[src/verilog/mduTimer.sv]
`timescale 1ns/1ps

module mduTimer (
	input  logic       clk,
	input  logic       reset,
	input  logic       load,
	input  logic [4:0] loadValue,
	output logic       zero
);

	logic [4:0] count;

	always_ff @(posedge clk) begin
		if (reset) begin
			count <= '0;
		end else if (load) begin
			count <= loadValue;
		end else if (count != 5'd0) begin
			count <= count - 5'd1;    // Stops at zero
		end
	end

	assign zero = count == 5'd0;

	// Sequencer only reloads once the previous operation has run out
	loadWhenIdle: assert property (@(posedge clk) disable iff (reset) load |-> zero);

endmodule

[config.mk]
export PLATFORM = sky130hd
export DESIGN_NAME = mduTimer
export DESIGN_NICKNAME = d
export VERILOG_FILES = /design/src/verilog/mduTimer.sv
export SDC_FILE = /design/constraint.sdc
export NUM_CORES = 1
export LEC_CHECK = 0
export ABC_AREA = 0
export BUFFER_PORTS_ARGS = -buffer_cell sky130_fd_sc_hd__buf_4
export CAP_MARGIN = 25
export CELL_PAD_IN_SITES_DETAIL_PLACEMENT = 1
export CELL_PAD_IN_SITES_GLOBAL_PLACEMENT = 1
export CORE_AREA = 2 2 39 41
export CTS_CLUSTER_SIZE = 12
export DETAILED_ROUTE_END_ITERATION = 8
export DIE_AREA = 0 0 41 43
export PLACE_DENSITY_LB_ADDON = 0.1
export SYNTH_ARGS = -nofsm -noshare
export SYNTH_HDL_FRONTEND = slang
export SYNTH_SLANG_ARGS = --single-unit
[constraint.sdc]
create_clock -name clk -period 3 [get_ports clk]
set_input_delay 0.15 -clock clk [delete_from_list [all_inputs] [get_ports clk]]
set_output_delay 0.15 -clock clk [all_outputs]
set_load 0.03 [all_outputs]
==> results.json <==
{
  "period_minus_slack_ns": 1.63,
  "via_per_inst": 4.70,
  "top_register": "count",
  "floorplan.io_pins": 9,
  "reg2reg_to": "count[1]$_SDFFE_PP0P_",
  "cp_cell_sequence": "inv_1, ha_1, nor4b_4, buf_4",
  "synth_nets": 41,
  "wl_per_cell_um": 12.8,
  "internal-power_uw": 157,
  "grt_start_max_net_pins": 8,
  "cts-htree-levels": 1,
  "leakagePower_uw": 0.000168,
  "routed_wl_um": 765,
  "crit_buf_inv": 2,
  "fill_cells": 169,
  "worstPathArrival_ns": 1.48,
  "synth_top_area_frac": 0.348,
  "core-area_sq_mm": 0.00138,
  "max_slew.worst_pin.slew_ns": 0.401,
  "skew_ns": 0.000856,
  "clock-sinks": 5,
  "r2r_start": "count[0]$_SDFFE_PP0P_",
  "hold_viol_final": 0,
  "fin_setup_tns_ns": 0,
  "startpoint": "count[0]$_SDFFE_PP0P_",
  "cap_violations": 0,
  "grt_pass1_vias": 320,
  "hp-class": "primary input to flop",
  "p_clk_frac": 0.349,
  "setup_viol": 0,
  "cts-resized-gates": 0,
  "synthDistinctLibCells": 20,
  "vdd_drop_max_mv": 0.188,
  "end_kind": "output pin",
  "critical_path_required_ns": 2.85,
  "insertion_delay_ns": 0.24,
  "cts.clk_slew.worst_paths_ns": 0.04,
  "start_util": 0.208,
  "yosys.area.top_type": "dfxtp_1",
  "pwr-share-seq": 0.367,
  "cts_setup_buffers": 0,
  "die_y_um": 43,
  "die_x_um": 41,
  "largest_reg_flops": 5,
  "antenna_found_initial": 0,
  "antenna_cells": 0,
  "dr.first_iter.drc_count": 0,
  "dr.pass1.iters": 1,
  "rows": 14,
  "synth_area_sq_um": 288,
  "cp-start-kind": "flop",
  "cp_slowest_cell": "nor4b_4",
  "synth_warnings": 0,
  "cp_top_family": "simple AND/OR/NAND/NOR gates",
  "grt_overflow": 0,
  "rsz0062_at_grt": "no",
  "max_slew_margin": 0.731,
  "synthesis.instances": 32,
  "reg_top3": "count (5)",
  "final_util": 0.285,
  "min_period_over_period": 0.543,
  "area_growth_pct": 37.0,
  "critical_path_class": "flop to output pin",
  "grtUsageTotal": 0.120,
  "die-area_sq_mm": 0.00176,
  "status": "completed",
  "ff2ff_path_depth": 5,
  "p_comb_frac": 0.284,
  "cts_tree": "built",
  "yosys_register_bits": 5,
  "critPathMaxFanout": 6,
  "worstSetupPathDepth": 4,
  "worstSetupEndpoint": "zero",
  "detail_route.drc_violations": 0,
  "cts_root_buf": "clkbuf_4",
  "clock.fmax_mhz": 614,
  "grt_first_pass_wirelength_um": 1280,
  "r2r_slack_ns": 1.51,
  "crit_path_max_incr_delay_ns": 0.39,
  "power_per_cell_area_mw_per_mm2": 572,
  "syn_avg_cell_area_sq_um": 8.99,
  "synth.area.top_cells": "dfxtp_1 (35%), nor4b_4 (8.3%), inv_1 (7.8%)",
  "p_switching_uw": 68.7,
  "place.port_buffers": 8,
  "gp_congestion": 0.672,
  "yosysSeqAreaShare": 0.348,
  "clock_path_buffers": 2,
  "cts_buffers": 3,
  "p_sw_frac": 0.305,
  "postCtsHoldBufs": 0,
  "antenna_left": 0,
  "via_count": 282,
  "fin_nets": 54,
  "final_layout_size_suffix_gt1_frac": 0.318,
  "slew_violations": 0
}
-- worst min-delay path by stage --
stage | start | endpoint | slack, ns | depth (start not counted)
floorplan | reset | count[2]$_SDFFE_PP0P_ | 0.22 | 1
global placement | reset | count[4]$_SDFFE_PP0P_ | 0.37 | 2
detailed placement | reset | count[4]$_SDFFE_PP0P_ | 0.38 | 2
CTS | reset | count[4]$_SDFFE_PP0P_ | 0.11 | 2
global route | reset | count[2]$_SDFFE_PP0P_ | 0.12 | 2
finish | reset | count[4]$_SDFFE_PP0P_ | 0.12 | 2
-- power by group through the flow --
stage	clock network, uW	logic, uW	registers (uW)
after floorplan	0	43.6	81.9
after global placement	0	62.8	83.8
after detailed placement	0	65.2	84.2
after CTS	84.3	65.6	83.0
after global routing	92.1	70.3	83.5
final	78.8	64.0	82.7
-- worst register-to-register path, cell delays in order, from the launching register on --
cell     delay, ns
dfxtp_1       0.32
inv_1         0.08
ha_1          0.22
nor4b_4       0.39
nor4_2        0.07
a311o_1       0.32
-- routing by layer --
metal | GRT usage | share of wire | up-vias
met1 | 0.103 | 0.37 | 132
met2 | 0.181 | 0.56 | 6
met4 | 0.100 | 0.016 | 0
li1 | - | - | 142
met5 | 0 | 0 | -
met3 | 0.0785 | 0.052 | 2
-- placed cells by master, fill, tap and decap left out, drive strengths merged, types with 2 or more instances in the layout --
cell    count
buf         8
inv         6
dfxtp       5
clkbuf      4
nand2       3
a21oi       2
-- kinds of logic (layout without fill, tap and decap cells) --
kind of cell               count (synthesis)  in the layout  share of synthesized area
and+or+nand+nor                           12             12                      0.313
AOI/OAI and AO/OA                          7              7                      0.187
adders and majority gates                  1              1                     0.0435
DFF                                        5              5                      0.348
xor gates and xnor gates                   1              1                     0.0304
buffers and inverters                      6             18                     0.0783
-- synth_stat cells, drive strengths merged --
master and number:
ha 1, xnor2 1, nand2 3, a21oi 2, nor3 1, dfxtp 5, nor4 1, nand4 1
o221ai 1, nor2 1, nand2b 1, o311ai 1, or3 1, a311oi 1, a311o 1, nor4b 1
and4 1, inv 6, nand3 1, o211ai 1
-- layout make-up --
class / count / area [sq um] / area share
inverters: 6 / 22.5 / 0.0571
flip-flops and latches: 5 / 100 / 0.254
multi-input cells: 21 / 165 / 0.419
repair buffers: 8 / 60.1 / 0.152
clock buffers: 4 / 26.3 / 0.0667
well taps: 16 / 20.0 / 0.0508
-- per-stage QoR --
| step | instance area (sq um) | setup WS [ns] | power [uW] | hold slack (ns) | cells |
|---|---|---|---|---|---|
| floorplan | 288 | 1.41 | 125 | 0.219 | 32 |
| global placement | 368 | 1.58 | 147 | 0.373 | 56 |
| detailed placement | 368 | 1.49 | 149 | 0.380 | 56 |
| CTS | 394 | 1.34 | 233 | 0.111 | 60 |
| global route | 394 | 1.25 | 246 | 0.121 | 60 |
| finish | 394 | 1.37 | 226 | 0.120 | 60 |
Power figures use the tool's default switching activity.
