`src/verilog/mipsPkg.sv`:
```
package mipsPkg;

	////////////////////////////////////////////////////////////
	// Instruction encodings
	////////////////////////////////////////////////////////////
	localparam logic [5:0] OP_SPECIAL = 6'h00;
	localparam logic [5:0] OP_BEQ     = 6'h04;
	localparam logic [5:0] OP_ORI     = 6'h0d;
	localparam logic [5:0] OP_LUI     = 6'h0f;
	localparam logic [5:0] OP_LW      = 6'h23;
	localparam logic [5:0] OP_SW      = 6'h2b;

	// SPECIAL funct field
	localparam logic [5:0] FN_MFHI = 6'h10;
	localparam logic [5:0] FN_MFLO = 6'h12;
	localparam logic [5:0] FN_MULT = 6'h18;
	localparam logic [5:0] FN_DIV  = 6'h1a;
	localparam logic [5:0] FN_ADDU = 6'h21;
	localparam logic [5:0] FN_SUBU = 6'h23;

	typedef struct packed {
		logic [5:0] op;
		logic [4:0] rs;
		logic [4:0] rt;
		logic [4:0] rd;
		logic [4:0] shamt;
		logic [5:0] funct;
	} rTypeT;

	typedef struct packed {
		logic [5:0]  op;
		logic [4:0]  rs;
		logic [4:0]  rt;
		logic [15:0] imm;
	} iTypeT;

	// Same word, two field layouts
	typedef union packed {
		rTypeT r;
		iTypeT i;
	} instrT;

	typedef enum logic [1:0] {ALU_ADD, ALU_SUB, ALU_OR, ALU_LUI} aluOpT;
	typedef enum logic [1:0] {MDU_NONE, MDU_MULT, MDU_DIV} mduOpT;

	////////////////////////////////////////////////////////////
	// Pipeline registers
	////////////////////////////////////////////////////////////
	typedef struct packed {
		aluOpT      aluOp;
		logic       immSrc;    // B operand from immediate
		logic       regWrite;
		logic [4:0] dest;
		logic       memWrite;
		logic       memToReg;
		logic       multStart;
		logic       divStart;
		logic       selHi;
		logic       selLo;
	} ctrlT;

	typedef struct packed {
		logic [31:0] pc;
		ctrlT        ctrl;
		logic [4:0]  rs;
		logic [4:0]  rt;
		logic [31:0] rsVal;
		logic [31:0] rtVal;
		logic [31:0] imm;
	} idExT;

	typedef struct packed {
		logic [31:0] pc;
		ctrlT        ctrl;
		logic [4:0]  rt;         // Source of store data
		logic [31:0] result;
		logic [31:0] storeData;
	} exMemT;

	typedef struct packed {
		logic [31:0] pc;
		logic        regWrite;
		logic [4:0]  dest;
		logic [31:0] data;
	} memWbT;

	// Nearest producer wins, loads in memory stage have no data yet
	function automatic logic [31:0] forwardOperand(input logic [4:0] regNum,
			input logic [31:0] regVal, input exMemT mem, input memWbT wb);
		if (regNum != 5'd0 && mem.ctrl.regWrite && !mem.ctrl.memToReg &&
				mem.ctrl.dest == regNum)
			return mem.result;
		if (regNum != 5'd0 && wb.regWrite && wb.dest == regNum)
			return wb.data;
		return regVal;
	endfunction

endpackage

```
`src/verilog/memStage.sv`:
```
`timescale 1ns/1ps

module memStage (
	input  logic           clk,
	input  logic           reset,
	input  mipsPkg::exMemT exMem,
	input  logic [31:0]    dataRdata,
	output logic [31:0]    dataAddr,
	output logic [31:0]    dataWdata,
	output logic [3:0]     byteEnable,
	output logic [31:0]    memPc,
	output mipsPkg::memWbT memWb
);

	logic wbHit;

	// Store data from the instruction retiring this cycle
	assign wbHit = memWb.regWrite && memWb.dest != 5'd0 && memWb.dest == exMem.rt;

	assign dataAddr   = exMem.result;
	assign dataWdata  = wbHit ? memWb.data : exMem.storeData;
	assign byteEnable = {4{exMem.ctrl.memWrite}};    // Word stores only
	assign memPc      = exMem.pc;

	always_ff @(posedge clk) begin
		if (reset) begin
			memWb <= '0;
		end else begin
			memWb.pc       <= exMem.pc;
			memWb.regWrite <= exMem.ctrl.regWrite;
			memWb.dest     <= exMem.ctrl.dest;
			memWb.data     <= exMem.ctrl.memToReg ? dataRdata : exMem.result;
		end
	end

endmodule

```
`config.mk`:
```
export PLATFORM = sky130hd
export DESIGN_NAME = memStage
export DESIGN_NICKNAME = d
export VERILOG_FILES = /design/src/verilog/mipsPkg.sv /design/src/verilog/memStage.sv
export SDC_FILE = /design/constraint.sdc
export NUM_CORES = 1
export LEC_CHECK = 0
export BUFFER_PORTS_ARGS = -buffer_cell sky130_fd_sc_hd__clkbuf_2
export CAP_MARGIN = 0
export CORE_AREA = 2 2 125 127
export CTS_CLUSTER_SIZE = 28
export DETAILED_ROUTE_END_ITERATION = 10
export DIE_AREA = 0 0 127 129
export GPL_TIMING_DRIVEN = 0
export MAX_ROUTING_LAYER = met4
export PLACE_DENSITY_LB_ADDON = 0.2
export SLEW_MARGIN = 20
export SYNTH_ARGS = -nofsm -noshare
export SYNTH_HDL_FRONTEND = slang
export SYNTH_SLANG_ARGS = --single-unit
```
`constraint.sdc`:
```
create_clock -name clk -period 1.6 [get_ports clk]
set_input_delay 0.16 -clock clk [delete_from_list [all_inputs] [get_ports clk]]
set_output_delay 0.16 -clock clk [all_outputs]
set_load 0.02 [all_outputs]
```
==> run metrics <==
# nets final 773; maximum vdd drop 422 µV; gr usage total 12.5%; antenna-violating nets left 0; critical path class reg2out; Static Leakage 0.00315 µW; vias in the first global route 2973; number of distinct library cells after synthesis 16; cell area after layout 5790 µm²; most frequent cells in the layout 277 x clkbuf_2, 69 x buf_4, 65 x dfxtp_1, 38 x nor2b_1; first-pass GRT wire length 14900 µm; drt via density 3.83; Slowest cell on crit path o41ai_4; worst-margin pin slew 0.497 ns; CTS Hold Buffers Added 0; final wirelength 10700 µm; Setup crit end kind output pin; clk root buf clkbuf_16; share of the synthesized area in the top cell type 43.2%; Mapped Cells 297; TritonCTS Buffers 9; total via count in the routed design 3128; Post-Synthesis Cell Area 3240 µm²; syn nets 447; commonest non-fill, non-tap cell in the layout clkbuf_2; Area Overhead vs Synth 78.7%; RePlAce Congestion 0.720; core area 15000 µm²; slew margin rel. 66.9%; Top reg by flops memWb; Yosys Warn Count 0; Startpoint Class flip-flop; First-pass DRT Iterations 4; violated checks setup timing; max-slew violations 0; Port Buffer Count 309; clock-pin slew on the worst setup and hold paths 0.06 ns; biggest regs memWb: 70 flops; Rows 45; outcome complete, but fails checks; Seq/Total Area, Yosys 43.2%; required time worst endpoint 1.44 ns; max reg flops 70; die height 129 µm; CTS Sinks 70; detailed placement HPWL 8920 µm; power per cell area 941 nW/µm²; area leader, netlist dfxtp_1; HP Class in2reg; dpl cell area 5040 µm²; Final period util 134%; #FFs+latches synth 70; synth top area cells dfxtp_1 43%, buf_4 16%, mux2_4 14%, mux2i_1 9.9%, nor2b_1 7.3%; CP peak stage delay 0.39 ns; CP Max Fanout 7; DR DRC count 0; max_cap viols 0; Antenna Cells 0; crit path time final 2.14 ns; buffer depth of the longest clock path 2; WL/cell 13.1 µm; Critical Path AT 1.98 ns; layout cells sized above 1 71.7%; die width 127 µm; final core occ 38.7%; Worst Slack Setup Final -0.542 ns; syn avg cell area 10.9 µm²; grt total ovfl 0; Hold Fails Final Rpt 0; drt first-iter violations 75; Initial Util 21.6%; Ports 320; CTS tree yes; crit-path cells o41ai_4, a211oi_4, buf_12, clkbuf_16, mux2_4, buf_6; # setup viols final 32; pin count of the biggest net entering global routing 14; Die ar. 16400 µm²; initial antenna violation count 0; RSZ-0062 raised after global routing yes; f_max 467 MHz; htree depth 3
[metrics by stage]
step                      hold WS (ns)  setup WS (ns)  setup TNS (ns)  instances  total power [µW]
after floorplan                  0.287        -0.0438           -1.31        297              2600
after global placement           0.379         -0.443          -13.31        794              3070
after detailed placement         0.377         -0.501          -15.12        794              3080
after CTS                       0.0190         -0.625          -19.19        813              5500
after global routing            0.0312         -0.622          -19.04        816              5700
final                           0.0350         -0.542          -16.56        816              5450
[metal layers]
| layer | part of all wire, % | track usage, % |
|---|---|---|
| met3 | 10 | 5.20 |
| met5 | 0 | - |
| met1 | 37 | 12.9 |
| met4 | 1.5 | 5.24 |
| met2 | 51 | 21.1 |
[worst paths after layout]
check	start	endpoint	slack, ns	cells after the start
worst max-delay path	memWb[32]	dataWdata[16]	-0.54	6
worst min-delay path	exMem[77]	memWb[34]	0.04	2
[final cells by class]
type,count,area (µm²)
fillers,1557,9190
repair buffers,315,1860
flip-flops and latches,70,1420
multi-input cells,144,1290
plain buffers,83,619
clock buffers,11,275
well taps,188,235
clock inverters,5,85.1
[cell usage after synthesis]
| cell type | n |
|---|---|
| a211oi_4 | 1 |
| nand2_1 | 2 |
| o41ai_2 | 1 |
| buf_2 | 3 |
| mux2i_1 | 32 |
| nor2b_1 | 38 |
| mux2_4 | 30 |
| nor2_1 | 33 |
| mux2_2 | 2 |
| nand3_1 | 1 |
| buf_4 | 68 |
| buf_6 | 3 |
| xnor2_1 | 3 |
| xnor2_2 | 1 |
| clkbuf_1 | 9 |
| dfxtp_1 | 70 |
[logic make-up (layout without fill, tap and decap cells)]
kind of cell    Yosys count  count (layout)  synth area share, %
mux                      64              64                 24.5
compound gates            2               2                 1.12
buf+inv                  83             414                 18.3
flops                    70              70                 43.2
xor+xnor                  4               4                 1.31
simple gates             74              74                 11.5
[worst max-delay path, delay by kind of cell (launching register included)]
family / cells / cell delay, ns
AO/OA/AOI/OAI: 2 / 0.50
buffers and inverters: 3 / 0.46
flip-flops: 1 / 0.36
multiplexers: 1 / 0.30
[power breakdown]
part	total [µW]	switching, µW	internal, µW
Combinational	1210	621	591
Sequential	1900	55.7	1850
Clock	2330	772	1560
[timing repair]
| action | CTS | global route |
|---|---|---|
| resized for setup | 15 | 96 |
| pin swaps | 4 | 5 |
| endpoints found under the setup margin | 32 | 32 |
| cloned | 1 | 2 |
| setup buffers | 2 | 1 |
(Power assumes the default switching activity.)
