<file path="config.mk">
export PLATFORM = sky130hd
export DESIGN_NAME = fetchStage
export DESIGN_NICKNAME = d
export VERILOG_FILES = /design/src/verilog/mipsPkg.sv /design/src/verilog/fetchStage.sv
export SDC_FILE = /design/constraint.sdc
export NUM_CORES = 1
export LEC_CHECK = 0
export ABC_AREA = 1
export BUFFER_PORTS_ARGS = -buffer_cell sky130_fd_sc_hd__buf_2
export CAP_MARGIN = 20
export CORE_MARGIN = 2
export CORE_UTILIZATION = 40
export DETAILED_ROUTE_END_ITERATION = 16
export GPL_TIMING_DRIVEN = 0
export PLACE_DENSITY = 0.68
export SLEW_MARGIN = 20
export SYNTH_ARGS = -nofsm -noshare
export SYNTH_HDL_FRONTEND = slang
export SYNTH_SLANG_ARGS = --single-unit
</file>
<file path="constraint.sdc">
create_clock -name clk -period 2.7 [get_ports clk]
set_input_delay 0 -clock clk [delete_from_list [all_inputs] [get_ports clk]]
set_output_delay 0 -clock clk [all_outputs]
set_load 0.02 [all_outputs]
</file>
<file path="src/verilog/mipsPkg.sv">
package mipsPkg;

	////////////////////////////////////////////////////////////
	// Instruction encodings
	////////////////////////////////////////////////////////////
	localparam logic [5:0] OP_SPECIAL = 6'h00;
	localparam logic [5:0] OP_BEQ     = 6'h04;
	localparam logic [5:0] OP_ORI     = 6'h0d;
	localparam logic [5:0] OP_LUI     = 6'h0f;
	localparam logic [5:0] OP_LW      = 6'h23;
	localparam logic [5:0] OP_SW      = 6'h2b;

	// SPECIAL funct field
	localparam logic [5:0] FN_MFHI = 6'h10;
	localparam logic [5:0] FN_MFLO = 6'h12;
	localparam logic [5:0] FN_MULT = 6'h18;
	localparam logic [5:0] FN_DIV  = 6'h1a;
	localparam logic [5:0] FN_ADDU = 6'h21;
	localparam logic [5:0] FN_SUBU = 6'h23;

	typedef struct packed {
		logic [5:0] op;
		logic [4:0] rs;
		logic [4:0] rt;
		logic [4:0] rd;
		logic [4:0] shamt;
		logic [5:0] funct;
	} rTypeT;

	typedef struct packed {
		logic [5:0]  op;
		logic [4:0]  rs;
		logic [4:0]  rt;
		logic [15:0] imm;
	} iTypeT;

	// Same word, two field layouts
	typedef union packed {
		rTypeT r;
		iTypeT i;
	} instrT;

	typedef enum logic [1:0] {ALU_ADD, ALU_SUB, ALU_OR, ALU_LUI} aluOpT;
	typedef enum logic [1:0] {MDU_NONE, MDU_MULT, MDU_DIV} mduOpT;

	////////////////////////////////////////////////////////////
	// Pipeline registers
	////////////////////////////////////////////////////////////
	typedef struct packed {
		aluOpT      aluOp;
		logic       immSrc;    // B operand from immediate
		logic       regWrite;
		logic [4:0] dest;
		logic       memWrite;
		logic       memToReg;
		logic       multStart;
		logic       divStart;
		logic       selHi;
		logic       selLo;
	} ctrlT;

	typedef struct packed {
		logic [31:0] pc;
		ctrlT        ctrl;
		logic [4:0]  rs;
		logic [4:0]  rt;
		logic [31:0] rsVal;
		logic [31:0] rtVal;
		logic [31:0] imm;
	} idExT;

	typedef struct packed {
		logic [31:0] pc;
		ctrlT        ctrl;
		logic [4:0]  rt;         // Source of store data
		logic [31:0] result;
		logic [31:0] storeData;
	} exMemT;

	typedef struct packed {
		logic [31:0] pc;
		logic        regWrite;
		logic [4:0]  dest;
		logic [31:0] data;
	} memWbT;

	// Nearest producer wins, loads in memory stage have no data yet
	function automatic logic [31:0] forwardOperand(input logic [4:0] regNum,
			input logic [31:0] regVal, input exMemT mem, input memWbT wb);
		if (regNum != 5'd0 && mem.ctrl.regWrite && !mem.ctrl.memToReg &&
				mem.ctrl.dest == regNum)
			return mem.result;
		if (regNum != 5'd0 && wb.regWrite && wb.dest == regNum)
			return wb.data;
		return regVal;
	endfunction

endpackage

</file>
<file path="src/verilog/fetchStage.sv">
`timescale 1ns/1ps

module fetchStage #(
	parameter logic [31:0] RESET_PC = 32'h0000_3000
) (
	input  logic           clk,
	input  logic           reset,
	input  logic           stall,
	input  logic           branchTaken,
	input  logic [31:0]    branchTarget,
	input  logic [31:0]    instrIn,
	output logic [31:0]    pc,
	output logic [31:0]    pcD,
	output mipsPkg::instrT instrD
);

	// Program counter
	always_ff @(posedge clk) begin
		if (reset) begin
			pc <= RESET_PC;
		end else if (!stall) begin
			pc <= branchTaken ? branchTarget : pc + 32'd4;
		end
	end

	// Fetch to decode register, delay slot flows through untouched
	always_ff @(posedge clk) begin
		if (reset) begin
			pcD    <= RESET_PC;
			instrD <= '0;    // Decodes as nop
		end else if (!stall) begin
			pcD    <= pc;
			instrD <= instrIn;
		end
	end

endmodule

</file>
==> impl_results.md <==
- Initial antenna violation count: 0
- Seq cells post-synth: 96
- Pint: ~2.1 mW
- CTS H-Tree Depth: 3
- Max_cap viols: 0
- Port Buffer Count: between 150 and 200
- Die Span X: around 110 um
- Detail Route Antenna Nets: 0
- Fin crit share: 0.622
- CP arrival: around 2000 ps
- Pwr dens: around 510 nW/um^2
- Minimum clock period: 1680 ps
- Instance area at placement: around 5300 um^2
- # nets final: 927
- R2R Setup Slk: a little over 1000 ps
- DP HPWL: about 11 mm
- Die footprint: between 10,000 and 15,000 um^2
- Gr usage total: 0.263
- Setup Fix Bufs, Post-CTS: 0
- CP Class: reg -> reg
- Root Driver: clkbuf_8
- Final instance area: ~6100 um^2
- Setup violators final: 0
- Initial Utilization: 0.414
- GPL Wtd Cong: 0.966
- Worst setup EP type: flop
- Global-route wire length before repair: 23.6 mm
- Vias in the first global route: roughly 4,900
- Total power: roughly 3.1 mW
- Avg Cell Area, Syn: a little under 7 um^2
- Routed wire per std cell: 15.3 um
- Flop pwr share: 0.509
- Register area share after synthesis: 0.448
- DR vias/cell: approximately 5
- Leak: about 2.8 nW
- Distinct cells, synth: 26
- Final worst setup slack: approximately 1000 ps
- Fin util: 0.589
- RSZ-0062 raised after global routing: false
- Filler cells: 994
- Final Max Slew Viols: 0
- CTS Buf Count: 9
- CTS sink count: 96
- Setup Skew: 13.1 ps
- Top-Level Pins: 164
- Critical Path Start Type: flop
- Sw power: approximately 1.0 mW
- Least-Margin Pin Slew: between 600 and 700 ps
- Syn_nets: between 600 and 700
- Syn. warnings: 0
- Relative slew slack: 0.573
- Clock slew at the register clock pins of the worst setup and hold paths: around 100 ps
- Fmax: slightly below 0.6 GHz
- Max rail drop VDD: 254 uV
- Hold Path Class: in -> reg
- Clock Path Buffers: 2
- Initial DRT Pass Iterations: 5
- Synth Instances: between 600 and 700
- Commonest non-fill, non-tap cell in the layout: buf_2
- Die Y: between 100 and 150 um
- Maximum fanout along the worst path: 6
- Layout cells sized above 1: 0.235
- Post-Route WL: 15.3 mm
- Post-Syn Area: ~4300 um^2
- Grt ovf: 0
- Power share of the clock group: 0.287
- Worst Path Required: approximately 3000 ps
- Sw frac: 0.319
- DRC: 0
- Via count: between 5,000 and 6,000
- Largest net degree at the start of global routing: 17
- Status: completed
- Setup TNS Final: 0 ps
- Part of the power in combinational logic: 0.204
- TritonCTS clock tree: done
- Final Hold Vio Count: 0
- Num rows: 37
- Area Growth Syn to Fin: 42.3%
- 1st-iter DRT viols: 426
- Clock latency on the worst-skew pair: approximately 370 ps
- Most frequent cells in the layout: buf_2 (169), nor2_1 (111), nand2_1 (110)
- Diodes inserted: 0
- Core Footprint: 10,400 um^2
- Post-Place Setup Slack: ~1100 ps
power groups by stage:
stage	clock network (mW)	registers, mW	logic (mW)
floorplan	0	1.73	0.217
global placement	0	1.62	0.549
detailed placement	0	1.62	0.559
CTS	0.910	1.59	0.634
global route	0.974	1.61	0.698
finish	0.899	1.59	0.640
worst max-delay path, stage by stage (launching register included):
cell	delay [ps]
dfxtp_1	450
ha_1	260
nand2_2	100
nor2_4	160
nand2_4	90
nor2_4	210
nand2_1	80
nand2_1	60
nand3_1	80
a21oi_2	130
area by class of cell:
cell class	instances	area, um^2	share of cell area
buffer	36	150	0.0246
clock buffer	11	141	0.0231
clock inverter	5	38.8	0.00635
inverter	37	139	0.0227
multi-input combinational	450	2080	0.341
sequential	96	1920	0.315
tap	136	170	0.0279
timing repair buffer	228	1470	0.240
cells by family (layout without fill, tap and decap cells):
group | Yosys count | in the layout | share of synthesized area
AND/OR/NAND/NOR | 286 | 286 | 0.284
AO/OA/AOI/OAI | 161 | 161 | 0.194
flip-flops | 96 | 96 | 0.448
buffers and inverters | 73 | 317 | 0.0673
XOR/XNOR | 2 | 2 | 0.00408
adder cells (fa/ha/maj) | 1 | 1 | 0.00291
routing by layer:
layer / track usage / vias up / wire (um)
met4: 0.118 / 0 / 347
met3: 0.0484 / 27 / 1130
met5: 0 / - / 0
met1: 0.321 / 2337 / 6590
met2: 0.450 / 205 / 7210
li1: - / 2519 / -
flip-flops by register name (all words and copies together) (netlist names):
| name | cells |
|---|---|
| instrD | 32 |
| pcD | 32 |
| pc | 32 |
worst paths after layout:
check	endpoint	from	cells past startpoint
setup / recovery	pc[26]	pc[3]	9
hold / removal	pc[5]	branchTaken	3
setup reg to reg	pc[26]	pc[3]	9
hold reg to reg	pcD[13]	pcD[13]	2
synth_stat cells:
| master | n | area share |
|---|---|---|
| nand2_2 | 2 | 0.0029 |
| nor4_1 | 2 | 0.0029 |
| inv_1 | 35 | 0.031 |
| nor2_1 | 111 | 0.097 |
| ha_1 | 1 | 0.0029 |
| nand3_1 | 42 | 0.049 |
| a21oi_2 | 2 | 0.0041 |
| o21ai_0 | 89 | 0.10 |
| buf_1 | 5 | 0.0044 |
| buf_6 | 1 | 0.0026 |
| nor2_4 | 7 | 0.018 |
| nand2_1 | 110 | 0.096 |
| a211oi_1 | 3 | 0.0052 |
| nor3_1 | 5 | 0.0058 |
| xor2_1 | 2 | 0.0041 |
| buf_2 | 6 | 0.0070 |
| o22ai_1 | 1 | 0.0015 |
| a31oi_1 | 5 | 0.0073 |
| and2_1 | 2 | 0.0029 |
| nand2_4 | 1 | 0.0026 |
| a21oi_1 | 59 | 0.069 |
| clkbuf_1 | 24 | 0.021 |
| o211ai_1 | 2 | 0.0035 |
| inv_2 | 2 | 0.0017 |
| dfxtp_1 | 96 | 0.45 |
| nor2_2 | 4 | 0.0058 |
what timing repair did:
action | CTS | global route
endpoints found under the hold margin | 65 | 0
hold buffers | 65 | 0
gates resized for setup | 0 | 0
through the flow:
stage	hold WS, ps	instances
after floorplan	69.1	619
after global placement	207	918
after detailed placement	208	918
after CTS	51.7	999
after global routing	85.9	999
final	69.8	999
Note: power is estimated with default switching activity, not from simulation.
