$ cat src/verilog/mipsPkg.sv
package mipsPkg;

	////////////////////////////////////////////////////////////
	// Instruction encodings
	////////////////////////////////////////////////////////////
	localparam logic [5:0] OP_SPECIAL = 6'h00;
	localparam logic [5:0] OP_BEQ     = 6'h04;
	localparam logic [5:0] OP_ORI     = 6'h0d;
	localparam logic [5:0] OP_LUI     = 6'h0f;
	localparam logic [5:0] OP_LW      = 6'h23;
	localparam logic [5:0] OP_SW      = 6'h2b;

	// SPECIAL funct field
	localparam logic [5:0] FN_MFHI = 6'h10;
	localparam logic [5:0] FN_MFLO = 6'h12;
	localparam logic [5:0] FN_MULT = 6'h18;
	localparam logic [5:0] FN_DIV  = 6'h1a;
	localparam logic [5:0] FN_ADDU = 6'h21;
	localparam logic [5:0] FN_SUBU = 6'h23;

	typedef struct packed {
		logic [5:0] op;
		logic [4:0] rs;
		logic [4:0] rt;
		logic [4:0] rd;
		logic [4:0] shamt;
		logic [5:0] funct;
	} rTypeT;

	typedef struct packed {
		logic [5:0]  op;
		logic [4:0]  rs;
		logic [4:0]  rt;
		logic [15:0] imm;
	} iTypeT;

	// Same word, two field layouts
	typedef union packed {
		rTypeT r;
		iTypeT i;
	} instrT;

	typedef enum logic [1:0] {ALU_ADD, ALU_SUB, ALU_OR, ALU_LUI} aluOpT;
	typedef enum logic [1:0] {MDU_NONE, MDU_MULT, MDU_DIV} mduOpT;

	////////////////////////////////////////////////////////////
	// Pipeline registers
	////////////////////////////////////////////////////////////
	typedef struct packed {
		aluOpT      aluOp;
		logic       immSrc;    // B operand from immediate
		logic       regWrite;
		logic [4:0] dest;
		logic       memWrite;
		logic       memToReg;
		logic       multStart;
		logic       divStart;
		logic       selHi;
		logic       selLo;
	} ctrlT;

	typedef struct packed {
		logic [31:0] pc;
		ctrlT        ctrl;
		logic [4:0]  rs;
		logic [4:0]  rt;
		logic [31:0] rsVal;
		logic [31:0] rtVal;
		logic [31:0] imm;
	} idExT;

	typedef struct packed {
		logic [31:0] pc;
		ctrlT        ctrl;
		logic [4:0]  rt;         // Source of store data
		logic [31:0] result;
		logic [31:0] storeData;
	} exMemT;

	typedef struct packed {
		logic [31:0] pc;
		logic        regWrite;
		logic [4:0]  dest;
		logic [31:0] data;
	} memWbT;

	// Nearest producer wins, loads in memory stage have no data yet
	function automatic logic [31:0] forwardOperand(input logic [4:0] regNum,
			input logic [31:0] regVal, input exMemT mem, input memWbT wb);
		if (regNum != 5'd0 && mem.ctrl.regWrite && !mem.ctrl.memToReg &&
				mem.ctrl.dest == regNum)
			return mem.result;
		if (regNum != 5'd0 && wb.regWrite && wb.dest == regNum)
			return wb.data;
		return regVal;
	endfunction

endpackage

$ cat src/verilog/mduSequencer.sv
`timescale 1ns/1ps

module mduSequencer #(
	parameter int MULT_CYCLES = 5,
	parameter int DIV_CYCLES  = 10
) (
	input  logic           clk,
	input  logic           reset,
	input  logic           start,
	input  mipsPkg::mduOpT op,
	input  logic           timerZero,
	output logic           busy,
	output logic           load,
	output logic [4:0]     loadValue,
	output logic           commit
);
	import mipsPkg::*;

	typedef enum logic [1:0] {IDLE, RUN, COMMIT} stateT;

	stateT state;
	stateT stateNext;

	always_ff @(posedge clk) begin
		if (reset) begin
			state <= IDLE;
		end else begin
			state <= stateNext;
		end
	end

	always_comb begin
		stateNext = state;
		case (state)
			IDLE:    if (start) stateNext = RUN;
			RUN:     if (timerZero) stateNext = COMMIT;
			default: stateNext = IDLE;
		endcase
	end

	assign load      = state == IDLE && start;
	assign loadValue = (op == MDU_DIV) ? 5'(DIV_CYCLES - 1) : 5'(MULT_CYCLES - 1);
	assign busy      = state == RUN;    // Low again while HI/LO update
	assign commit    = state == COMMIT;

	// Decode must hold back mult/div until the unit is free
	noStartWhileBusy: assert property (@(posedge clk) disable iff (reset) busy |-> !start);

endmodule

$ cat config.mk
export PLATFORM = sky130hd
export DESIGN_NAME = mduSequencer
export DESIGN_NICKNAME = d
export VERILOG_FILES = /design/src/verilog/mipsPkg.sv /design/src/verilog/mduSequencer.sv
export SDC_FILE = /design/constraint.sdc
export NUM_CORES = 1
export LEC_CHECK = 0
export CORE_AREA = 2 2 39 41
export DETAILED_ROUTE_END_ITERATION = 16
export DIE_AREA = 0 0 41 43
export DONT_BUFFER_PORTS = 1
export GPL_TIMING_DRIVEN = 1
export HOLD_SLACK_MARGIN = 0.12
export MAX_ROUTING_LAYER = met4
export SYNTH_ARGS = -nofsm -noshare
export SYNTH_HDL_FRONTEND = slang
export SYNTH_SLANG_ARGS = --single-unit
$ cat constraint.sdc
create_clock -name clk -period 0.8 [get_ports clk]
set_clock_uncertainty 0.1 [all_clocks]
set_input_delay 0.04 -clock clk [delete_from_list [all_inputs] [get_ports clk]]
set_output_delay 0.04 -clock clk [all_outputs]
set_load 0.03 [all_outputs]
==> results.json <==
{
  "status": "finished with violations",
  "violations": "negative hold slack, negative setup slack",
  "clkLatencyLatePin_ns": 0.22,
  "drt-pass1-iter-count": 2,
  "vias_per_cell": 3.07,
  "pin_count": 14,
  "die_h_um": 43,
  "dp.cells": 33,
  "synth_top_area_cell": "dfxtp_1",
  "min_from": "start",
  "synth_compound_area_frac": 0.0917,
  "cp_slowest_cell": "dfxtp_2",
  "total_leakage_power_uw": 0.000119,
  "worstSetupPathType": "reg2out",
  "cp.required_ns": 0.66,
  "ff2ff_setup_slack_ns": -0.15,
  "final_nets": 33,
  "ant_nets": 0,
  "avgSynthCellArea_um2": 8.52,
  "grt_usage": 0.0441,
  "rows": 14,
  "grt.overflow.total": 0,
  "routabilityCongestion": 0.531,
  "postLayoutCellArea_um2": 268,
  "cp.arrival_ns": 0.90,
  "top_register": "state",
  "power.share.sequential": 0.232,
  "synthAdderAreaFrac": 0,
  "synth_top_family_by_area": "simple AND/OR/NAND/NOR gates",
  "cp_cell_sequence": "nand2b_4, nor2_4, buf_6",
  "antenna_found_initial": 0,
  "port_buffers": 0,
  "final_cells": 41,
  "post_dp_cell_area_um2": 168,
  "p_clk_frac": 0.466,
  "fin_tns_setup_ns": -0.834,
  "async_flop_share": 0,
  "largest_register_ffs": 2,
  "crit_path_max_fanout": 4,
  "crit_family": "flip-flops",
  "synth_top_flop_cell": "dfxtp_1",
  "yosys.cell_types.count": 12,
  "max_stage_delay_ns": 0.32,
  "rsz0062_at_grt": "true",
  "powerDensity_nw_per_um2": 1810,
  "syn2layout_area_growth_pct": 96.3,
  "top_regs": "state x2",
  "critPathCaptureType": "primary output",
  "yosysTopAreaCellShare": 0.294,
  "grt_pass1_wl_um": 365,
  "ys_seq_area_frac": 0.294,
  "path_buf_inv": 1,
  "drt_iter0_markers": 1,
  "wire_per_inst_um": 7.83,
  "clock-sinks": 2,
  "drc_errors": 0,
  "combPwrFrac": 0.302,
  "intPower_uw": 340,
  "fin_util": 0.193,
  "r2r-start": "state[0]$_SDFFE_PP0P_",
  "swShare": 0.298,
  "setup_viol": 5,
  "postCtsHoldBufs": 2,
  "synth.most_common_cell": "buf_4",
  "synth_xor_xnor_area_share": 0,
  "die_w_um": 41,
  "root_buffer": "clkbuf_4",
  "fmax_ghz": 0.965,
  "wl_um": 321,
  "synth_enable_flop_cells": 0,
  "grt_max_degree": 6,
  "cts_buffers": 3,
  "holdWs_ns": -0.0305,
  "antenna_cells": 0,
  "drv_slew": 0,
  "synth_cells": 16,
  "ys_warn_count": 0,
  "cts_tree": "built",
  "pre_cts_ws_ns": -0.0498,
  "h-tree-depth": 1,
  "min_path_type": "in2reg",
  "cp-start-kind": "flop",
  "setup_ws_ns": -0.237,
  "ir_drop_mv": 0.305,
  "drive_gt1_frac": 0.760,
  "ys_ff_latch": 2,
  "cp-startpoint": "state[0]$_SDFFE_PP0P_",
  "post-route-period-util": 1.30,
  "start_util": 0.0986,
  "yosys.area_share.simple": 0.394,
  "synth_common_cells": "buf_4 (3), dfxtp_1 (2), nand2b_1 (2)",
  "netlist_area_um2": 136,
  "hold_violations": 1,
  "power.switching_uw": 145,
  "vias": 126,
  "cap_viol_max_count": 0,
  "first_global_vias": 98,
  "ys_top_cells_by_area": "dfxtp_1 (29%), buf_4 (17%), nand2b_4 (10%)",
  "synth.area.mux_share": 0,
  "core_area_um2": 1380,
  "fin_crit_ns": 1.04,
  "fp.dieArea_um2": 1760,
  "cts_max_path_buffers": 2,
  "path_clk_slew_ns": 0.03
}
-- final timing paths --
| check | cells past startpoint | endpoint |
|---|---|---|
| worst max register to register | 4 | state[0]$_SDFFE_PP0P_ |
| worst max-delay path | 3 | load |
| worst min register to register | 1 | state[0]$_SDFFE_PP0P_ |
| worst min-delay path | 3 | state[0]$_SDFFE_PP0P_ |
-- layer usage --
layer / GRT usage / part of all wire
met5: - / 0
met1: 0.0255 / 0.29
met4: 0.0600 / 0
met3: 0.0628 / 0.12
met2: 0.0438 / 0.60
-- logic make-up after synthesis --
group | count (synthesis)
AND/OR/NAND/NOR | 8
buffers and inverters | 4
flip-flops | 2
AO/OA/AOI/OAI | 1
other | 1
-- what timing repair did --
item,4_1_cts,5_1_grt
resized for setup,6,4
setup endpoints to repair,4,5
endpoints found under the hold margin,2,1
pin swaps,1,1
setup buffers,2,1
-- layout make-up --
cell class / count / area (um2)
clock buffer: 3 / 22.5
multi-input combinational: 11 / 100
sequential: 2 / 45.0
inverter: 1 / 3.75
timing repair buffer: 8 / 76.3
fill: 158 / 1120
tap: 16 / 20.0
-- stage by stage --
step                power (uW)  hold slack, ns
floorplan                  204         0.00465
finish                     485         -0.0305
global placement           212         0.00671
CTS                        485         -0.0513
detailed placement         212         0.00837
global route               530         -0.0308
-- power by group through the flow --
stage / clock network [uW] / logic, uW / registers [uW]
2_1_floorplan: 0 / 90.8 / 113
3_5_place_dp: 0 / 98.1 / 114
3_3_place_gp: 0 / 97.7 / 114
4_1_cts: 242 / 129 / 114
5_1_grt: 262 / 155 / 113
6_report: 226 / 147 / 113
-- worst reg2reg max path, stage by stage (launching register included) --
cell	delay, ns
dfxtp_2	0.33
buf_4	0.11
buf_6	0.09
nand2b_4	0.04
a211oi_2	0.19
-- placed cells by master, fill, tap and decap left out, types with 2 or more instances in the layout --
| cell | Yosys | layout |
|---|---|---|
| nand2b_4 | 1 | 2 |
| dlygate4sd3_1 | 0 | 2 |
| buf_4 | 3 | 3 |
| clkbuf_4 | 0 | 3 |
| buf_6 | 0 | 3 |
| conb_1 | 1 | 2 |
Note: power is estimated with default switching activity, not from simulation.
