$ cat config.mk
export PLATFORM = sky130hd
export DESIGN_NAME = mduDatapath
export DESIGN_NICKNAME = d
export VERILOG_FILES = /design/src/verilog/mipsPkg.sv /design/src/verilog/mduDatapath.sv
export SDC_FILE = /design/constraint.sdc
export NUM_CORES = 2
export LEC_CHECK = 0
export BUFFER_PORTS_ARGS = -buffer_cell sky130_fd_sc_hd__buf_2
export CAP_MARGIN = 0
export CORE_MARGIN = 2
export CORE_UTILIZATION = 50
export CTS_CLUSTER_DIAMETER = 60
export CTS_CLUSTER_SIZE = 40
export DETAILED_ROUTE_END_ITERATION = 7
export HOLD_SLACK_MARGIN = 0.03
export PLACE_DENSITY = 0.7
export SYNTH_ARGS = -nofsm -noshare
export SYNTH_HDL_FRONTEND = slang
export SYNTH_SLANG_ARGS = --single-unit
$ cat constraint.sdc
create_clock -name clk -period 76.4 [get_ports clk]
set_input_delay 7.64 -clock clk [delete_from_list [all_inputs] [get_ports clk]]
set_output_delay 7.64 -clock clk [all_outputs]
set_load 0.03 [all_outputs]
$ cat src/verilog/mipsPkg.sv
package mipsPkg;

	////////////////////////////////////////////////////////////
	// Instruction encodings
	////////////////////////////////////////////////////////////
	localparam logic [5:0] OP_SPECIAL = 6'h00;
	localparam logic [5:0] OP_BEQ     = 6'h04;
	localparam logic [5:0] OP_ORI     = 6'h0d;
	localparam logic [5:0] OP_LUI     = 6'h0f;
	localparam logic [5:0] OP_LW      = 6'h23;
	localparam logic [5:0] OP_SW      = 6'h2b;

	// SPECIAL funct field
	localparam logic [5:0] FN_MFHI = 6'h10;
	localparam logic [5:0] FN_MFLO = 6'h12;
	localparam logic [5:0] FN_MULT = 6'h18;
	localparam logic [5:0] FN_DIV  = 6'h1a;
	localparam logic [5:0] FN_ADDU = 6'h21;
	localparam logic [5:0] FN_SUBU = 6'h23;

	typedef struct packed {
		logic [5:0] op;
		logic [4:0] rs;
		logic [4:0] rt;
		logic [4:0] rd;
		logic [4:0] shamt;
		logic [5:0] funct;
	} rTypeT;

	typedef struct packed {
		logic [5:0]  op;
		logic [4:0]  rs;
		logic [4:0]  rt;
		logic [15:0] imm;
	} iTypeT;

	// Same word, two field layouts
	typedef union packed {
		rTypeT r;
		iTypeT i;
	} instrT;

	typedef enum logic [1:0] {ALU_ADD, ALU_SUB, ALU_OR, ALU_LUI} aluOpT;
	typedef enum logic [1:0] {MDU_NONE, MDU_MULT, MDU_DIV} mduOpT;

	////////////////////////////////////////////////////////////
	// Pipeline registers
	////////////////////////////////////////////////////////////
	typedef struct packed {
		aluOpT      aluOp;
		logic       immSrc;    // B operand from immediate
		logic       regWrite;
		logic [4:0] dest;
		logic       memWrite;
		logic       memToReg;
		logic       multStart;
		logic       divStart;
		logic       selHi;
		logic       selLo;
	} ctrlT;

	typedef struct packed {
		logic [31:0] pc;
		ctrlT        ctrl;
		logic [4:0]  rs;
		logic [4:0]  rt;
		logic [31:0] rsVal;
		logic [31:0] rtVal;
		logic [31:0] imm;
	} idExT;

	typedef struct packed {
		logic [31:0] pc;
		ctrlT        ctrl;
		logic [4:0]  rt;         // Source of store data
		logic [31:0] result;
		logic [31:0] storeData;
	} exMemT;

	typedef struct packed {
		logic [31:0] pc;
		logic        regWrite;
		logic [4:0]  dest;
		logic [31:0] data;
	} memWbT;

	// Nearest producer wins, loads in memory stage have no data yet
	function automatic logic [31:0] forwardOperand(input logic [4:0] regNum,
			input logic [31:0] regVal, input exMemT mem, input memWbT wb);
		if (regNum != 5'd0 && mem.ctrl.regWrite && !mem.ctrl.memToReg &&
				mem.ctrl.dest == regNum)
			return mem.result;
		if (regNum != 5'd0 && wb.regWrite && wb.dest == regNum)
			return wb.data;
		return regVal;
	endfunction

endpackage

$ cat src/verilog/mduDatapath.sv
`timescale 1ns/1ps

module mduDatapath (
	input  logic           clk,
	input  logic           reset,
	input  logic           start,
	input  mipsPkg::mduOpT op,
	input  logic [31:0]    a,
	input  logic [31:0]    b,
	input  logic           commit,
	output logic [31:0]    hi,
	output logic [31:0]    lo
);
	import mipsPkg::*;

	mduOpT              opReg;
	logic signed [31:0] aReg;
	logic signed [31:0] bReg;
	logic signed [63:0] product;
	logic signed [31:0] quotient;
	logic signed [31:0] remainder;

	always_ff @(posedge clk) begin
		if (reset) begin
			opReg <= MDU_NONE;
		end else if (start) begin
			opReg <= op;
		end
	end

	// Operand capture
	always_ff @(posedge clk) begin
		if (start) begin
			aReg <= a;
			bReg <= b;
		end
	end

	assign product   = aReg * bReg;
	assign quotient  = aReg / bReg;    // Truncates toward zero
	assign remainder = aReg % bReg;    // Takes sign of dividend

	always_ff @(posedge clk) begin
		if (reset) begin
			hi <= '0;
			lo <= '0;
		end else if (commit) begin
			if (opReg == MDU_MULT) begin
				{hi, lo} <= product;
			end else if (opReg == MDU_DIV && bReg != 32'sd0) begin
				lo <= quotient;
				hi <= remainder;
			end
		end
	end

endmodule

==> results.py <==
metrics = {
    "outcome": {
        "status": "complete, but fails checks",
        "violations": "max-capacitance violations, max-slew violations",
    },
    "final_layout": {
        "drive_gt1_share_pct": 23.3,
        "area_growth_pct": 25.8,
        "nFillCells": 12890,
        "multi_input_area_mm2": 0.0675,
        "num-nets-final": 13268,
        "seq_area_mm2": 0.00324,
    },
    "route": {
        "drt-initial-drc-count": 10656,
        "drt_first_pass_iters": 8,
        "avgViaCountPerCell": 6.34,
        "drc": 0,
        "ant_nets": 0,
        "wl_um": 396000,
        "wire_per_inst_um": 29.5,
        "vias": 85177,
    },
    "global_routing": {
        "grt_first_pass_wirelength_um": 565000,
        "grtUsageTotal_pct": 50.7,
        "grt_pass1_vias": 85405,
        "grt_overflow": 0,
        "antenna_found_initial": 46,
        "grt_max_degree": 67,
    },
    "sta": {
        "finalSetupTns_ns": 0,
        "post-route-min-period_ns": 74.82,
        "slew_viol_final": 8,
        "worst_pin_slew_ns": 1.61,
        "setup_violations": 0,
        "slew_headroom_pct": -8.56,
        "finalCritPeriodShare_pct": 97.9,
        "final.setup.worst_slack_ns": 1.58,
        "skew_ns": 0.0279,
        "max_freq_mhz": 13.4,
        "hold_viol_final": 0,
        "whs_ns": 0.486,
    },
    "die": {
        "die_x_um": 392,
        "core-area_mm2": 0.150,
        "die_h_um": 392,
        "io_pins": 134,
        "floorplan.die_area_mm2": 0.154,
        "rows": 142,
        "start_util_pct": 50.3,
    },
    "place": {
        "dp_slack_ns": -4.42,
        "dpl.hpwl_um": 317000,
        "port-buffer-count": 133,
        "place.gp.congestion": 1.15,
    },
    "synth": {
        "synth_top_family_by_area": "adder cells",
        "postSynthCellCount": 9716,
        "synth-compound-area-share_pct": 18.1,
        "synth.distinct_cells": 101,
        "synth-async-reset-ratio_pct": 0,
        "yosysMostFrequentCell": "nand2_1",
        "synth_seq_cells": 130,
        "yosys-top-cells-count": "nand2_1 (1380), inv_1 (1264), fa_1 (1083), nor2_1 (737), ha_1 (721)",
        "synthTopCellsByArea": "fa_1 (29%), ha_1 (12%), nand2_1 (6.9%), inv_1 (6.3%), xnor2_1 (4.0%)",
        "synthFlopType": "dfxtp_1",
        "muxShareOfSynthArea_pct": 0.898,
        "synth-xor-area-share_pct": 6.66,
        "synthAdderAreaFrac_pct": 40.8,
        "seq_area_frac_synth_pct": 4.31,
        "synth_simple_gate_area_share_pct": 20.5,
        "syn_nets": 11590,
        "synth_edf_count": 64,
        "ys_warn_count": 0,
        "synthesis.area_mm2": 0.0753,
        "synth_top_area_share_pct": 28.8,
        "yosys.area.top_type": "fa_1",
        "synth.avg_cell_area_um2": 7.75,
    },
    "clocking": {
        "postCtsHoldBufs": 0,
        "root_buffer": "clkbuf_16",
        "cts_buffers": 17,
        "clock_latency_ns": 0.55,
        "cts_max_level": 4,
        "clockBufferDepth": 2,
        "cts.sinks": 130,
        "cts_tree": "built",
        "clk_pin_slew_ns": 0.08,
    },
    "worst_setup_path": {
        "cp_common_cell": "buf_4",
        "crit_family": "compound AO/OA/AOI/OAI gates",
        "r2r_slack_ns": 1.58,
        "path_max_fanout": 19,
        "critPathLaunchType": "register",
        "critPathArrivalTime_ns": 75.19,
        "cp_slowest_cell": "mux2i_1",
        "critical_path.max_stage_delay_ns": 0.67,
        "cp.required_ns": 76.77,
        "cp.depth": 354,
        "r2r_cells": 354,
        "critical_path_class": "reg -> reg",
        "end_kind": "register",
        "critPathBufInv": 57,
    },
    "worst_hold_path": {
        "hold_class": "reg -> reg",
        "min_path_cells": 2,
    },
    "run": {
        "maxCapViolations": 4,
    },
}
-- layout by cell type, fill, tap and decap left out, types with 46 or more instances in the layout --
cell type / n
nand3_1: 159
a21o_1: 191
a21oi_2: 47
buf_4: 1972
xor2_1: 219
nor3_1: 170
nand2b_1: 95
nand4_1: 89
a31oi_1: 96
buf_2: 132
and2_1: 268
o21a_1: 115
nor2_1: 717
a211oi_1: 84
o31ai_1: 46
nand2_1: 1366
nor2b_1: 53
o211ai_1: 73
or2_2: 54
inv_1: 1259
a21oi_1: 533
o21bai_1: 49
and3_1: 48
xnor2_1: 338
edfxtp_1: 64
o21ai_0: 303
or3_1: 68
dfxtp_1: 66
ha_1: 712
fa_1: 1082
-- logic make-up (layout without fill, tap and decap cells) --
kind of cell               after synthesis  count (layout)
muxes                                   63              63
DFF                                    130             130
and+or+nand+nor                       3339            3339
adders and majority gates             1804            1804
AOI/OAI and AO/OA                     2064            2064
xor gates and xnor gates               572             572
buffers and inverters                 1744            3435
other                                    0              18
-- per-stage QoR --
stage	utilization, %	instances	cell area, um^2
floorplan	-	9716	75500
global placement	61.2	13289	91500
global route	63.3	13430	94700
detailed placement	61.2	13289	91500
CTS	61.8	13327	92500
finish	63.3	13441	94700
-- worst reg2reg max path, delay by kind of cell (launching register included) --
kind / cells / cell delay, ns
flip-flops: 1 / 0.53
AO/OA/AOI/OAI: 151 / 32.63
adder cells (fa/ha/maj): 31 / 9.02
buffers and inverters: 57 / 9.65
XOR/XNOR: 6 / 1.11
AND/OR/NAND/NOR: 105 / 19.89
multiplexers: 4 / 1.76
-- per-layer routing --
layer	routed length [um]	share of wire [%]	GRT usage [%]	vias up
met3	52200	13	16.6	2086
met5	234	0.059	0.0638	-
li1	-	-	-	35887
met4	43000	11	42.8	38
met2	164000	41	75.3	6233
met1	137000	35	59.2	40933
-- worst paths after layout --
check | end | startpoint
max | lo[31]$_SDFFE_PP0P_ | bReg[9]$_DFFE_PP_
min | lo[13]$_SDFFE_PP0P_ | lo[13]$_SDFFE_PP0P_
max reg2reg | lo[31]$_SDFFE_PP0P_ | bReg[9]$_DFFE_PP_
min reg2reg | lo[13]$_SDFFE_PP0P_ | lo[13]$_SDFFE_PP0P_
-- flip-flops by register name, summed over array words and instances, names as in the netlist --
signal and cells:
bReg 32, aReg 32, hi 32, opReg 2, lo 32
-- what timing repair did --
action / CTS / global route
pin swaps: 7 / 105
hold endpoints to repair: 0 / 0
resized for setup: 69 / 321
setup endpoints to repair: 64 / 64
buffers inserted: 6 / 93
gates cloned: 0 / 3
-- final cells by class --
type / instances / area share [%]
flip-flops and latches: 130 / 3.42
clock buffers: 17 / 0.449
diodes: 18 / 0.0476
clock inverters: 15 / 0.203
multi-input cells: 7842 / 71.3
well taps: 2016 / 2.66
inverters: 1267 / 5.03
repair buffers: 2136 / 16.9
Power is not shown: default switching activity piles up to over one toggle a cycle in this logic, so the estimate is an artifact.
